**src/gpioPkg.sv**
```systemverilog
// GPIO shared definitions.
// Register map, configuration bit positions and alternate-function pin numbers.

package gpioPkg;

	// ------------------------------
	// Register addresses.
	// ------------------------------
	typedef enum logic [1:0] {
		ADDR_CFG = 2'd0, // Config and interrupt status.
		ADDR_IN  = 2'd1, // Synchronized pins, read only.
		ADDR_DIR = 2'd2, // Direction, 1 drives the pin.
		ADDR_OUT = 2'd3  // Output value.
	} regAddrE;

	// ------------------------------
	// Config bits in the data word.
	// ------------------------------
	localparam int CFG_UART = 14; // UART on pins 14/15.
	localparam int CFG_I2C  = 12; // I2C on pins 12/13.
	localparam int CFG_TMR2 = 11;
	localparam int CFG_TMR3 = 10;
	localparam int CFG_INTH = 9;  // High interrupt enable.
	localparam int CFG_INTL = 8;  // Low interrupt enable.

	// Pending flags in config readback.
	localparam int STS_INTH = 1;
	localparam int STS_INTL = 0;

	// ------------------------------
	// Alternate-function pins.
	// ------------------------------
	localparam int PIN_UART_TX = 14;
	localparam int PIN_UART_RX = 15;
	localparam int PIN_SDA     = 12;
	localparam int PIN_SCL     = 13;
	localparam int PIN_TMR2    = 11;
	localparam int PIN_TMR3    = 10;
	localparam int PIN_INTH    = 9;
	localparam int PIN_INTL    = 8;

endpackage

```
**src/pinSync.sv**
```systemverilog
// Pin input synchronizer.
// Multi-stage flop chain per pin into the i_clk domain.
`timescale 1ns/1ps

module pinSync #(
	parameter int PIN_COUNT   = 16,
	parameter int SYNC_STAGES = 2
) (
	input  logic                 i_clk,
	input  logic                 i_rst,
	input  logic [PIN_COUNT-1:0] i_async, // Raw pin levels.
	output logic [PIN_COUNT-1:0] o_sync
);

	logic [PIN_COUNT-1:0] stages [SYNC_STAGES]; // Stage 0 is metastable.

	always_ff @(posedge i_clk) begin
		if (i_rst) begin
			for (int i = 0; i < SYNC_STAGES; i++) stages[i] <= '0;
		end else begin
			stages[0] <= i_async;
			for (int i = 1; i < SYNC_STAGES; i++) stages[i] <= stages[i-1]; // Shift.
		end
	end

	assign o_sync = stages[SYNC_STAGES-1]; // Last stage is stable.

	// Output trails input by exactly SYNC_STAGES edges once out of reset.
	assert property (@(posedge i_clk) disable iff (i_rst)
		(!i_rst)[*SYNC_STAGES] |=> (o_sync == $past(i_async, SYNC_STAGES)))
		else $error("pinSync: output does not match delayed input");

endmodule

```
**src/gpioRegs.sv**
```systemverilog
// GPIO register file.
// Config, direction and output registers with memory-map decode and read mux.
`timescale 1ns/1ps

module gpioRegs (
	input  logic        i_clk,
	input  logic        i_rst,

	// Memory map bus.
	input  logic [1:0]  i_memAddr,
	input  logic [15:0] i_memDataIn,
	input  logic        i_memWrEn,
	output logic [15:0] o_memDataOut,

	// Status inputs.
	input  logic [15:0] i_syncPins,
	input  logic        i_intPendH,
	input  logic        i_intPendL,

	// Register outputs.
	output logic [5:0]  o_cfg,      // {uart, i2c, tmr2, tmr3, intH, intL}.
	output logic [15:0] o_dirReg,
	output logic [15:0] o_outReg,
	output logic        o_clrIntH,  // Write-one-to-clear pulses.
	output logic        o_clrIntL
);

	gpioPkg::regAddrE regAddr;
	logic             cfgWrite;
	logic [5:0]       cfgQ;
	logic [5:0]       cfgNext;      // Config bits picked from the data word.
	logic [15:0]      dirQ, outQ;
	logic [15:0]      cfgRead;

	// ------------------------------
	// Address decode.
	// ------------------------------
	assign regAddr  = gpioPkg::regAddrE'(i_memAddr);
	assign cfgWrite = i_memWrEn && (regAddr == gpioPkg::ADDR_CFG);

	// Clear pulses ride along with a config write.
	assign o_clrIntH = cfgWrite & i_memDataIn[gpioPkg::STS_INTH];
	assign o_clrIntL = cfgWrite & i_memDataIn[gpioPkg::STS_INTL];

	assign cfgNext = {i_memDataIn[gpioPkg::CFG_UART],
	                  i_memDataIn[gpioPkg::CFG_I2C],
	                  i_memDataIn[gpioPkg::CFG_TMR2],
	                  i_memDataIn[gpioPkg::CFG_TMR3],
	                  i_memDataIn[gpioPkg::CFG_INTH],
	                  i_memDataIn[gpioPkg::CFG_INTL]};

	// ------------------------------
	// Registers.
	// ------------------------------
	always_ff @(posedge i_clk) begin
		if (i_rst) begin
			cfgQ <= '0;
			dirQ <= '0; // All pins input.
			outQ <= '0;
		end else if (i_memWrEn) begin
			unique case (regAddr)
				gpioPkg::ADDR_CFG: cfgQ <= cfgNext;
				gpioPkg::ADDR_DIR: dirQ <= i_memDataIn;
				gpioPkg::ADDR_OUT: outQ <= i_memDataIn;
				default: ; // Input register is read only.
			endcase
		end
	end

	assign o_cfg    = cfgQ;
	assign o_dirReg = dirQ;
	assign o_outReg = outQ;

	// ------------------------------
	// Read mux.
	// ------------------------------
	always_comb begin
		cfgRead                    = '0; // Reserved bits read zero.
		cfgRead[gpioPkg::CFG_UART] = cfgQ[5];
		cfgRead[gpioPkg::CFG_I2C]  = cfgQ[4];
		cfgRead[gpioPkg::CFG_TMR2] = cfgQ[3];
		cfgRead[gpioPkg::CFG_TMR3] = cfgQ[2];
		cfgRead[gpioPkg::CFG_INTH] = cfgQ[1];
		cfgRead[gpioPkg::CFG_INTL] = cfgQ[0];
		cfgRead[gpioPkg::STS_INTH] = i_intPendH; // Pending flags.
		cfgRead[gpioPkg::STS_INTL] = i_intPendL;
	end

	always_comb begin
		unique case (regAddr)
			gpioPkg::ADDR_CFG: o_memDataOut = cfgRead;
			gpioPkg::ADDR_IN:  o_memDataOut = i_syncPins;
			gpioPkg::ADDR_DIR: o_memDataOut = dirQ;
			default:           o_memDataOut = outQ;
		endcase
	end

	// A clear pulse only comes with an edge that loads the config register.
	assert property (@(posedge i_clk) disable iff (i_rst)
		(o_clrIntH || o_clrIntL) |=> (cfgQ == $past(cfgNext)))
		else $error("gpioRegs: clear pulse outside config write");

endmodule

```
**src/intDetect.sv**
```systemverilog
// Interrupt detect for pins 9 and 8.
// Rising-edge capture into sticky pending flags with write-one-to-clear.
`timescale 1ns/1ps

module intDetect (
	input  logic        i_clk,
	input  logic        i_rst,
	input  logic [15:0] i_syncPins,
	input  logic        i_enH,
	input  logic        i_enL,
	input  logic        i_clrH,
	input  logic        i_clrL,
	output logic        o_pendH,
	output logic        o_pendL,
	output logic        o_intH, // Pending AND enable.
	output logic        o_intL
);

	// Bit 1 is the high pin, bit 0 the low pin.
	logic [1:0] pinLvl, prevLvl, rise;
	logic [1:0] en, clr, pend;

	assign pinLvl = {i_syncPins[gpioPkg::PIN_INTH], i_syncPins[gpioPkg::PIN_INTL]};
	assign en     = {i_enH, i_enL};
	assign clr    = {i_clrH, i_clrL};
	assign rise   = pinLvl & ~prevLvl; // Low to high since last edge.

	// ------------------------------
	// Edge history and flags.
	// ------------------------------
	always_ff @(posedge i_clk) begin
		if (i_rst) begin
			prevLvl <= '0;
			pend    <= '0;
		end else begin
			prevLvl <= pinLvl;
			pend    <= (rise & en) | (pend & ~clr); // Set wins over clear.
		end
	end

	assign o_pendH = pend[1];
	assign o_pendL = pend[0];
	assign o_intH  = pend[1] & i_enH;
	assign o_intL  = pend[0] & i_enL;

	// A flag may only rise when its enable was high on the setting edge.
	assert property (@(posedge i_clk) disable iff (i_rst)
		((pend & ~$past(pend) & ~$past(en)) == 2'b00))
		else $error("intDetect: pending flag set while disabled");

endmodule

```
**src/pinMux.sv**
```systemverilog
// Pin output mux.
// Alternate functions override the per-pin output value and output enable.
`timescale 1ns/1ps

module pinMux (
	input  logic [5:0]  i_cfg,     // {uart, i2c, tmr2, tmr3, intH, intL}.
	input  logic [15:0] i_dirReg,
	input  logic [15:0] i_outReg,

	// Peripheral drive.
	input  logic        i_uartTx,
	input  logic        i_sdaOut,  // Zero pulls low.
	input  logic        i_sclOut,
	input  logic        i_tmr2Out,
	input  logic        i_tmr3Out,

	output logic [15:0] o_pinOut,
	output logic [15:0] o_pinOe    // One drives the pin.
);

	logic cfgUart, cfgI2c, cfgTmr2, cfgTmr3, cfgIntH, cfgIntL;

	assign cfgUart = i_cfg[5];
	assign cfgI2c  = i_cfg[4];
	assign cfgTmr2 = i_cfg[3];
	assign cfgTmr3 = i_cfg[2];
	assign cfgIntH = i_cfg[1];
	assign cfgIntL = i_cfg[0];

	// ------------------------------
	// Default plus overrides.
	// ------------------------------
	always_comb begin
		o_pinOut = i_outReg; // Plain GPIO.
		o_pinOe  = i_dirReg;

		if (cfgUart) begin
			o_pinOut[gpioPkg::PIN_UART_TX] = i_uartTx;
			o_pinOe[gpioPkg::PIN_UART_TX]  = 1'b1;
			o_pinOe[gpioPkg::PIN_UART_RX]  = 1'b0; // RX listens only.
		end

		// Open drain, enable only to pull low.
		if (cfgI2c) begin
			o_pinOut[gpioPkg::PIN_SDA] = 1'b0;
			o_pinOe[gpioPkg::PIN_SDA]  = ~i_sdaOut;
			o_pinOut[gpioPkg::PIN_SCL] = 1'b0;
			o_pinOe[gpioPkg::PIN_SCL]  = ~i_sclOut;
		end

		if (cfgTmr2) begin
			o_pinOut[gpioPkg::PIN_TMR2] = i_tmr2Out;
			o_pinOe[gpioPkg::PIN_TMR2]  = 1'b1;
		end

		if (cfgTmr3) begin
			o_pinOut[gpioPkg::PIN_TMR3] = i_tmr3Out;
			o_pinOe[gpioPkg::PIN_TMR3]  = 1'b1;
		end

		if (cfgIntH) o_pinOe[gpioPkg::PIN_INTH] = 1'b0; // Interrupt pins sense only.
		if (cfgIntL) o_pinOe[gpioPkg::PIN_INTL] = 1'b0;
	end

	// I2C lines never drive high.
	always_comb begin
		if (cfgI2c) begin
			assert final ((o_pinOut[gpioPkg::PIN_SDA] == 1'b0) &&
			              (o_pinOut[gpioPkg::PIN_SCL] == 1'b0))
				else $error("pinMux: I2C pin driven high");
		end
	end

endmodule

```
**src/gpioSubsystem.sv**
```systemverilog
// GPIO subsystem top.
// Joins the synchronizer, register file, interrupt detect and pin mux.
`timescale 1ns/1ps

module gpioSubsystem #(
	parameter int PIN_COUNT   = 16,
	parameter int SYNC_STAGES = 2
) (
	input  logic                 i_clk,
	input  logic                 i_rst,

	// Memory map bus.
	input  logic [1:0]           i_memAddr,
	input  logic [15:0]          i_memDataIn,
	input  logic                 i_memWrEn,
	output logic [15:0]          o_memDataOut,

	// Pins, tristate buffer lives on the board.
	input  logic [PIN_COUNT-1:0] i_pinIn,
	output logic [PIN_COUNT-1:0] o_pinOut,
	output logic [PIN_COUNT-1:0] o_pinOe,

	// Peripheral side.
	input  logic                 i_uartTx,
	input  logic                 i_sdaOut,
	input  logic                 i_sclOut,
	input  logic                 i_tmr2Out,
	input  logic                 i_tmr3Out,
	output logic                 o_uartRx,
	output logic                 o_sdaIn,
	output logic                 o_sclIn,
	output logic                 o_intH,
	output logic                 o_intL
);

	// ------------------------------
	// Internal wires.
	// ------------------------------
	logic [PIN_COUNT-1:0] syncPins;
	logic [5:0]           cfg;
	logic [15:0]          dirReg, outReg;
	logic                 clrIntH, clrIntL;
	logic                 pendH, pendL;

	pinSync #(
		.PIN_COUNT  (PIN_COUNT),
		.SYNC_STAGES(SYNC_STAGES)
	) u_pinSync (
		.i_clk  (i_clk),
		.i_rst  (i_rst),
		.i_async(i_pinIn),
		.o_sync (syncPins)
	);

	gpioRegs u_gpioRegs (
		.i_clk       (i_clk),
		.i_rst       (i_rst),
		.i_memAddr   (i_memAddr),
		.i_memDataIn (i_memDataIn),
		.i_memWrEn   (i_memWrEn),
		.o_memDataOut(o_memDataOut),
		.i_syncPins  (syncPins),
		.i_intPendH  (pendH),
		.i_intPendL  (pendL),
		.o_cfg       (cfg),
		.o_dirReg    (dirReg),
		.o_outReg    (outReg),
		.o_clrIntH   (clrIntH),
		.o_clrIntL   (clrIntL)
	);

	intDetect u_intDetect (
		.i_clk     (i_clk),
		.i_rst     (i_rst),
		.i_syncPins(syncPins),
		.i_enH     (cfg[1]), // Interrupt enables from config.
		.i_enL     (cfg[0]),
		.i_clrH    (clrIntH),
		.i_clrL    (clrIntL),
		.o_pendH   (pendH),
		.o_pendL   (pendL),
		.o_intH    (o_intH),
		.o_intL    (o_intL)
	);

	pinMux u_pinMux (
		.i_cfg    (cfg),
		.i_dirReg (dirReg),
		.i_outReg (outReg),
		.i_uartTx (i_uartTx),
		.i_sdaOut (i_sdaOut),
		.i_sclOut (i_sclOut),
		.i_tmr2Out(i_tmr2Out),
		.i_tmr3Out(i_tmr3Out),
		.o_pinOut (o_pinOut),
		.o_pinOe  (o_pinOe)
	);

	// Peripheral inputs straight from synced pins.
	assign o_uartRx = syncPins[gpioPkg::PIN_UART_RX];
	assign o_sdaIn  = syncPins[gpioPkg::PIN_SDA];
	assign o_sclIn  = syncPins[gpioPkg::PIN_SCL];

endmodule

```
**config.mk**
```make
export PLATFORM = sky130hd
export DESIGN_NAME = gpioSubsystem
export DESIGN_NICKNAME = d
export VERILOG_FILES = /design/src/gpioPkg.sv /design/src/pinSync.sv /design/src/gpioRegs.sv /design/src/intDetect.sv /design/src/pinMux.sv /design/src/gpioSubsystem.sv
export SDC_FILE = /design/constraint.sdc
export NUM_CORES = 1
export LEC_CHECK = 0
export ABC_AREA = 0
export ABC_CLOCK_PERIOD_IN_PS = 1400
export BUFFER_PORTS_ARGS = -buffer_cell sky130_fd_sc_hd__buf_2
export CAP_MARGIN = 25
export CORE_MARGIN = 2
export CORE_UTILIZATION = 50
export DETAILED_ROUTE_END_ITERATION = 12
export GPL_TIMING_DRIVEN = 1
export PLACE_DENSITY_LB_ADDON = 0.3
export SYNTH_ARGS = -nofsm -noshare
export SYNTH_HDL_FRONTEND = slang
export SYNTH_SLANG_ARGS = --single-unit
```
**constraint.sdc**
```tcl
create_clock -name i_clk -period 1.4 [get_ports i_clk]
set_input_delay 0.28 -clock i_clk [delete_from_list [all_inputs] [get_ports i_clk]]
set_output_delay 0.28 -clock i_clk [all_outputs]
set_load 0.01 [all_outputs]
```
* Word level (Yosys, flattened, before mapping)
Memory sizes are Yosys's and may differ from the RTL's.
Index checks and enable logic that the tools add are counted.
Widths: inputs -> output; s select.
** Operators by class
- Bitwise operators :: 14
- Multiplexer cells :: 16
- Eq/ne operators :: 3
- Reduce and logical (&&, ||, !) cells :: 5
** Operators by type and width (count)
- $pmux 16 s3 :: 1
- $mux 16 :: 2
- $mux 1 :: 10
- $and 2x2->2 :: 3
- $mux 2 :: 3
- $reduce_and 2->1 :: 3
- $and 1x1->1 :: 4
- $eq 2x2->1 const B :: 2
- $not 2->2 :: 2
- $eq 2x1->1 const B :: 1
- $logic_not 2->1 :: 1
- $not 1->1 :: 2
- $or 1x1->1 :: 2
- $or 2x2->2 :: 1
- $logic_and 1x1->1 :: 1
** Storage, ports and cells
- Output and inout bits :: 53
- Register bits after elaboration :: 42
- Logic and storage cells :: 44
- Memory bits (writable) :: 32
- Memories :: 1
** Memory list
- u_pinSync.stages :: words 2, width 16, rd ports 2, clocked after memory_dff 0, write ports 2, RTL line pinSync.sv:15 : logic [PIN_COUNT-1:0] stages [SYNC_STAGES];

* Depth between registers and ports, before layout
Gate-level depths: netlist of the first run.
- Depth in word-level cells :: 6
- Gate-level depth with buffers :: 5

* Hierarchy
A second synthesis of the first run with hierarchy kept.
** Second synthesis, totals
- Cell total of the unflattened synthesis :: 309
- Area, all modules :: 3364.5 um^2
** Modules (own cells, without submodules)
- gpioRegs :: seq. area each 760.7 um^2, times used 1, cells an instance 178, area an instance 1970.6 um^2
- pinSync :: seq. area each 640.6 um^2, times used 1, cells an instance 83, area an instance 983.4 um^2
- pinMux :: seq. area each 0.0 um^2, times used 1, cells an instance 34, area an instance 267.8 um^2
- intDetect :: seq. area each 80.1 um^2, times used 1, cells an instance 14, area an instance 142.6 um^2

* Worst setup path after synthesis of the first run
No wires, ideal clock.
- Kind :: input port to output port
- Start point :: input i_memAddr[1]
- End point :: output o_memDataOut[5]
- Stages :: 3
- Buffers on the path :: 1
- Data required time :: 1120 ps
- Slack :: 156 ps
- Arrival time :: 964 ps
- Cells stage by stage :: buf_4 mux2_2 a22o_1
** On the way
- Cells in the longest elaborated chain, start to end :: 2
- Elaborated cells between the ends (all ways) :: 4
** RTL lines
- start, declared :: RTL line gpioSubsystem.sv:13 : input logic [1:0] i_memAddr,
- $eq 2x2->1 (tied with other cells) :: RTL line gpioRegs.sv:90 : unique case (regAddr)
- $pmux 16 s3 * :: RTL line gpioRegs.sv:90
- end, declared :: RTL line gpioSubsystem.sv:16 : output logic [15:0] o_memDataOut,
Mark *: on every way between the ends. The rest lies on a longest branch, timed or not.

* Worst setup path after layout of the first run
- Start point :: register u_gpioRegs.cfgQ[2] (netlist: u_gpioRegs.o_cfg[2])
- End point :: output o_memDataOut[10]
** On the way
- Cells in the longest elaborated chain, start to end :: 1
** RTL lines
- start, declared :: RTL line gpioRegs.sv:30 : logic [5:0] cfgQ;
- start signal, assigned :: RTL line gpioRegs.sv:62 : gpioPkg::ADDR_CFG: cfgQ <= cfgNext;
- $pmux 16 s3 :: RTL line gpioRegs.sv:90
No other way between the ends.

==> run metrics, run 1 <==
status=complete, but fails checks; violated checks=negative setup slack; worst skew pair latency=0.33 ns; crit-path max FO=4; hold buffers post-CTS=0; slowest stage cell, crit path=mux4_2; Synth Area in Compound Gates=0.0309; Longest Clk Path Bufs=2; XOR/XNOR share of the synthesized area=0; syn nets=333; max_slew headroom=0.769; Synth Area per Inst=11.1 um^2; Synth Area in Simple Gates=0.221; FFs w/ async S/R, synth=0; top-count cell post-synth=dfxtp_1; ranking of synthesized cells by area=dfxtp_1 (46%), mux2i_1 (12%), nand2b_1 (10%), nor2b_1 (8.1%), mux4_2 (5.6%); total grt overflow=0; die height=84.5 um; antenna-violating nets left=0; Synthesis Warnings=0; cell taking the most area after synthesis=dfxtp_1; CP Capture Type=output pin; post-synthesis cell type count=24; Post-synth EDFFs=0; hold_sp=i_pinIn[4]; number of vias per cell=4.86; Yosys reg bits=74; Pleak=2.10 nW; Max Cap Viol=0; total core area=0.00631 mm^2; port bufs=94; Area growth, synth to finish=33.6%; post-synthesis cell area=0.00324 mm^2; Seq/Total Area, Yosys=0.457; r2r startpoint=u_gpioRegs.o_cfg[1]; antenna cell count=0; fin crit period=1.55 ns; routed wire length=6990 um; Setup TNS Final=-2.15 ns; worst setup margin=-0.155 ns; Worst path max stage delay=0.44 ns; multiplexer share of the synthesized area=0.211; final worst-path cycle share=1.11; vias in the first global route=2,311; crit path cell chain=mux4_2 > buf_2; beginning of the critical path=u_gpioRegs.o_cfg[2]; Crit Path Class=reg -> out; largest family of logic cells by synthesized area=simple AND/OR/NAND/NOR gates; crit start category=flop; RSZ-0062 raised after global routing=true; die area=0.00714 mm^2; area share of the largest cell type after synthesis=0.457; Final Cell Area=0.00433 mm^2; Top FF cell, synth=dfxtp_1; Starting Density=0.513; global-route wire length before repair=11,000 um; VDD IR-drop max=677 uV; largest net degree at the start of global routing=44; final setup violation count=20; H-Tree Depth=3; num rows=29; DPL Wire Length=4730 um; total CTS buffers=9; GRT Util Overall=0.198; Post-synth top cells=dfxtp_1 (74), nand2b_1 (54), nor2b_1 (42), mux2i_1 (38), buf_4 (20); Final Hold Viols=0; 1st-iter DRT viols=64; Post-Synth Adder-Cell Area=0; worst min-delay path category=in -> reg; gpl congestion=0.805; share of post-route cells with drive strength above 1=0.511; Worst Path Required=1.12 ns; CTS tree=yes; vias=2,353; DR pass1 iterations=4; clock skew=0.00757 ns; initial antenna violation count=0; top-level port count=95; Chip Width=84.5 um; Pins Over Slew Limit=0; Sink Count=74; maximum clock frequency=0.643 GHz; total power=4.45 mW; Cell Area, Placed=0.00376 mm^2; Critical Path AT=1.27 ns; drt drc=0; Util after Layout=0.686; Root Buffer=clkbuf_8; PD cells=1030 mW/mm^2; post-synthesis cell count=291; Routed wire per std cell=14.4 um; Slew @ Worst Pin=0.346 ns; layout net count=444; Worst-path clk slew=0.08 ns
report_power, final:
group / switching [mW] / internal, mW
Sequential: 0.0374 / 2.19
Combinational: 0.246 / 0.331
Clock: 0.721 / 0.922
stage by stage:
stage               setup WS, ns  hold slack [ns]  std cells
finish                    -0.155            0.153        484
global route              -0.196            0.150        484
CTS                       -0.171            0.140        480
detailed placement        -0.421            0.423        444
global placement          -0.365            0.417        444
floorplan                  0.156            0.363        291
registers in the layout, summed over array words and instances (netlist names):
name and cells:
u_gpioRegs.o_dirReg 16, u_gpioRegs.o_outReg 16, u_intDetect.pend 2, u_intDetect.prevLvl 2, u_pinSync.stages 32, u_gpioRegs.o_cfg 6
critical path, delay by kind of cell (launching register included):
kind | cells | cell delay (ns)
multiplexers | 1 | 0.44
flip-flops | 1 | 0.35
buffers and inverters | 1 | 0.15
cell type report:
class                   count  area (um^2)
well taps                  77         96.3
fillers                   492         1980
inverters                   1         3.75
flip-flops and latches     74         1520
clock buffers              14          163
repair buffers            137          965
multi-input cells         179         1550
clock inverters             2         35.0
cell usage in the layout, fill, tap and decap left out:
master	n
buf_2	81
nand2b_1	54
dfxtp_1	44
nor2b_1	41
mux2i_1	38
buf_4	33
dfxtp_2	30
buf_6	17
clkbuf_8	11
mux4_2	8
mux2_4	8
a22o_1	8
buf_12	6
mux2_2	3
clkbuf_1	3
nor2_2	2
a21oi_1	2
or2_4	2
and2_1	2
nand4bb_1	2
a32o_1	2
nor2b_4	1
or2_2	1
nor3b_2	1
inv_1	1
and3_1	1
nand3_1	1
nand3b_4	1
or3b_4	1
bufinv_16	1
clkinv_2	1
kinds of logic after synthesis:
logic type	Yosys count
buf+inv	38
simple gates	110
mux	57
compound gates	12
flops	74
per-layer routing:
| metal | wire length [um] | global-route usage |
|---|---|---|
| met1 | 3230 | 0.260 |
| met5 | 0 | 0 |
| met2 | 3310 | 0.309 |
| met3 | 312 | 0.0423 |
| met4 | 133 | 0.0967 |
what timing repair did:
action                                  in CTS  in global routing
endpoints found under the setup margin      21                 25
resized for setup                           52                 14
setup buffers                               20                  5
pin swaps                                    1                  1
path summary, 6_finish.rpt:
kind	end	slack, ns	cells past startpoint
setup / recovery	o_memDataOut[10]	-0.15	2
hold reg to reg	u_pinSync.stages[0][23]	0.44	1
hold / removal	u_pinSync.stages[0][4]	0.15	2
setup reg to reg	u_intDetect.pend[1]	0.52	3
Power figures use the tool's default switching activity.
==> inputs of run 2 (changes only) <==
--- a/config.mk
+++ b/config.mk
@@ -9,11 +9,13 @@
 export ABC_CLOCK_PERIOD_IN_PS = 1400
 export BUFFER_PORTS_ARGS = -buffer_cell sky130_fd_sc_hd__buf_2
 export CAP_MARGIN = 25
+export CELL_PAD_IN_SITES_DETAIL_PLACEMENT = 1
+export CELL_PAD_IN_SITES_GLOBAL_PLACEMENT = 1
 export CORE_MARGIN = 2
-export CORE_UTILIZATION = 50
+export CORE_UTILIZATION = 39
 export DETAILED_ROUTE_END_ITERATION = 12
 export GPL_TIMING_DRIVEN = 1
-export PLACE_DENSITY_LB_ADDON = 0.3
+export PLACE_DENSITY = 0.89
 export SYNTH_ARGS = -nofsm -noshare
 export SYNTH_HDL_FRONTEND = slang
 export SYNTH_SLANG_ARGS = --single-unit
==> run 2 against run 1 <==
Against the previous run: the flow still finishes with violations (negative setup slack); non-clock buffer count is 2 higher; worst hold slack got worse by 0.014 ns; power increased by 13%; utilization shrank 14 points; combinational power up 3.8%; worst setup slack got worse by 0.038 ns; clock-buffer cell count fell by 3; sequential power about the same; flip-flop and latch count unchanged; critical path type unchanged; largest cell class unchanged.
==> run metrics, run 2 (same netlist as run 1, synthesis figures left out) <==
status=complete, but fails checks (unchanged); violated checks=negative setup slack (unchanged); drt drc=0 (unchanged); worst setup margin=-0.193 ns (was -0.155 ns); num rows=33 (was 29); Critical Path AT=1.31 ns (was 1.27 ns); port bufs=94 (unchanged); total core area=0.00813 mm^2 (was 0.00631 mm^2); total grt overflow=0 (unchanged); layout net count=446 (was 444); maximum clock frequency=0.628 GHz (was 0.643 GHz); antenna-violating nets left=0 (unchanged); H-Tree Depth=3 (unchanged); Pins Over Slew Limit=0 (unchanged); # fillers=900 (was 492); DP Worst Slack=-0.300 ns (was -0.421 ns); global-route wire length before repair=13,300 um (was 11,000 um); CTS tree=yes (unchanged); RSZ-0062 raised after global routing=true (unchanged); Slew @ Worst Pin=0.517 ns (was 0.346 ns); CP Capture Type=output pin (unchanged); Setup crit end=o_memDataOut[11] (was o_memDataOut[10]); Crit Path Class=reg -> out (unchanged); antenna cell count=0 (unchanged); fin crit period=1.59 ns (was 1.55 ns); vias in the first global route=2,634 (was 2,311); Longest Clk Path Bufs=2 (unchanged); GRT Util Overall=0.198 (about the same); largest net degree at the start of global routing=31 (was 44); crit-path max FO=3 (was 4); Pleak=2.15 nW (was 2.10 nW); die height=95.2 um (was 84.5 um); number of vias per cell=4.82 (was 4.86); DR pass1 iterations=4 (unchanged); most frequent cells in the layout=buf_2 (78), nand2b_1 (54), dfxtp_1 (43), nor2b_1 (41), mux2i_1 (38) (was buf_2 (81), nand2b_1 (54), dfxtp_1 (44), nor2b_1 (41), mux2i_1 (38)); Util after Layout=0.550 (was 0.686); commonest non-fill, non-tap cell in the layout=buf_2 (unchanged); max_slew headroom=0.654 (was 0.769); R2R Path End=u_intDetect.pend[1] (unchanged); r2r startpoint=u_gpioRegs.o_cfg[1] (unchanged); gpl congestion=0.757 (was 0.805); Worst Path Required=1.12 ns (about the same); final setup violation count=21 (was 20); FF-to-FF path depth=3 (unchanged); worst skew pair latency=0.34 ns (was 0.33 ns); 1st-iter DRT viols=79 (was 64); Root Buffer=clkbuf_8 (unchanged); Setup TNS Final=-2.59 ns (was -2.15 ns); clock skew=0.0124 ns (was 0.00757 ns); max reg flops=32 (unchanged); top-level port count=95 (unchanged); Max Cap Viol=0 (unchanged); vias=2,479 (was 2,353); VDD IR-drop max=507 uV (was 677 uV); Largest Register=u_pinSync.stages (unchanged); worst min-delay path category=in -> reg (unchanged); beginning of the critical path=u_gpioRegs.o_outReg[11] (was u_gpioRegs.o_cfg[2]); routed wire length=8720 um (was 6990 um); total CTS buffers=9 (unchanged); Routed wire per std cell=17.0 um (was 14.4 um); hold buffers post-CTS=0 (unchanged); Final Hold Viols=0 (unchanged); DPL Wire Length=5900 um (was 4730 um); Chip Width=95.2 um (was 84.5 um); Sink Count=74 (unchanged); PD cells=1120 mW/mm^2 (was 1030 mW/mm^2); die area=0.00906 mm^2 (was 0.00714 mm^2); crit start category=flop (unchanged); Starting Density=0.399 (was 0.513); R2R setup slack=0.49 ns (was 0.52 ns); share of post-route cells with drive strength above 1=0.528 (was 0.511); initial antenna violation count=1 (was 0); Worst-path clk slew=0.08 ns (about the same); Area growth, synth to finish=38.1% (was 33.6%); final worst-path cycle share=1.14 (was 1.11)
-- run 2: changes by cell type in the layout (fill, tap and decap cells not counted), sizes merged --
cell / delta
bufinv: +3
clkbuf: -3
buf: +2
-- run 2: worst min path at each step --
stage / start / endpoint / slack (ns) / depth (start not counted)
after floorplan: i_rst / u_intDetect.prevLvl[0] / 0.36 / 1
final: i_pinIn[10] / u_pinSync.stages[0][10] / 0.14 / 2
after global routing: i_pinIn[6] / u_pinSync.stages[0][6] / 0.13 / 2
after global placement: u_pinSync.stages[0][13] / u_pinSync.stages[0][29] / 0.42 / 1
after detailed placement: u_pinSync.stages[0][3] / u_pinSync.stages[0][19] / 0.43 / 1
after CTS: i_pinIn[8] / u_pinSync.stages[0][8] / 0.13 / 2
-- run 2: repair_timing --
action / 4_1_cts / 5_1_grt
buffers inserted: 24 / 7
gates resized for setup: 54 / 18
endpoints found under the setup margin: 24 / 26
pin swaps: 0 / 3
-- run 2: area by class of cell --
class	instances	area (um^2)	area share
multi-input cells	179	1560	0.349
clock buffers	11	141	0.0316
flip-flops and latches	74	1520	0.340
clock inverters	5	125	0.0279
well taps	105	131	0.0293
inverters	1	3.75	0.000838
repair buffers	139	991	0.221
-- run 2: power by group --
| part | switching, mW | leakage [nW] | internal (mW) |
|---|---|---|---|
| Sequential | 0.0417 | 0.621 | 2.19 |
| Clock | 0.784 | 0.134 | 1.41 |
| Combinational | 0.263 | 1.39 | 0.337 |
-- run 2: routing by layer --
layer / GRT usage / up-vias / routed length (um) / share of wire
li1: - / 1184 / - / -
met1: 0.232 / 1212 / 3510 / 0.40
met2: 0.347 / 69 / 4650 / 0.53
met3: 0.0340 / 14 / 339 / 0.039
met4: 0.103 / 0 / 223 / 0.026
met5: 0 / - / 0 / 0
-- run 2: through the flow --
step / hold WS (ns) / cells / total power [mW] / cell area (um^2)
3_3_place_gp: 0.418 / 468 / 2.76 / 3780
6_report: 0.139 / 514 / 5.03 / 4480
2_1_floorplan: 0.363 / 291 / 2.58 / 3240
3_5_place_dp: 0.427 / 468 / 2.78 / 3780
5_1_grt: 0.135 / 514 / 5.21 / 4480
4_1_cts: 0.127 / 508 / 5.04 / 4370
-- run 2: worst max-delay path, cell delays in order, from the launching register on --
cell and delay, ns:
dfxtp_2 0.34, mux4_2 0.47, buf_2 0.16
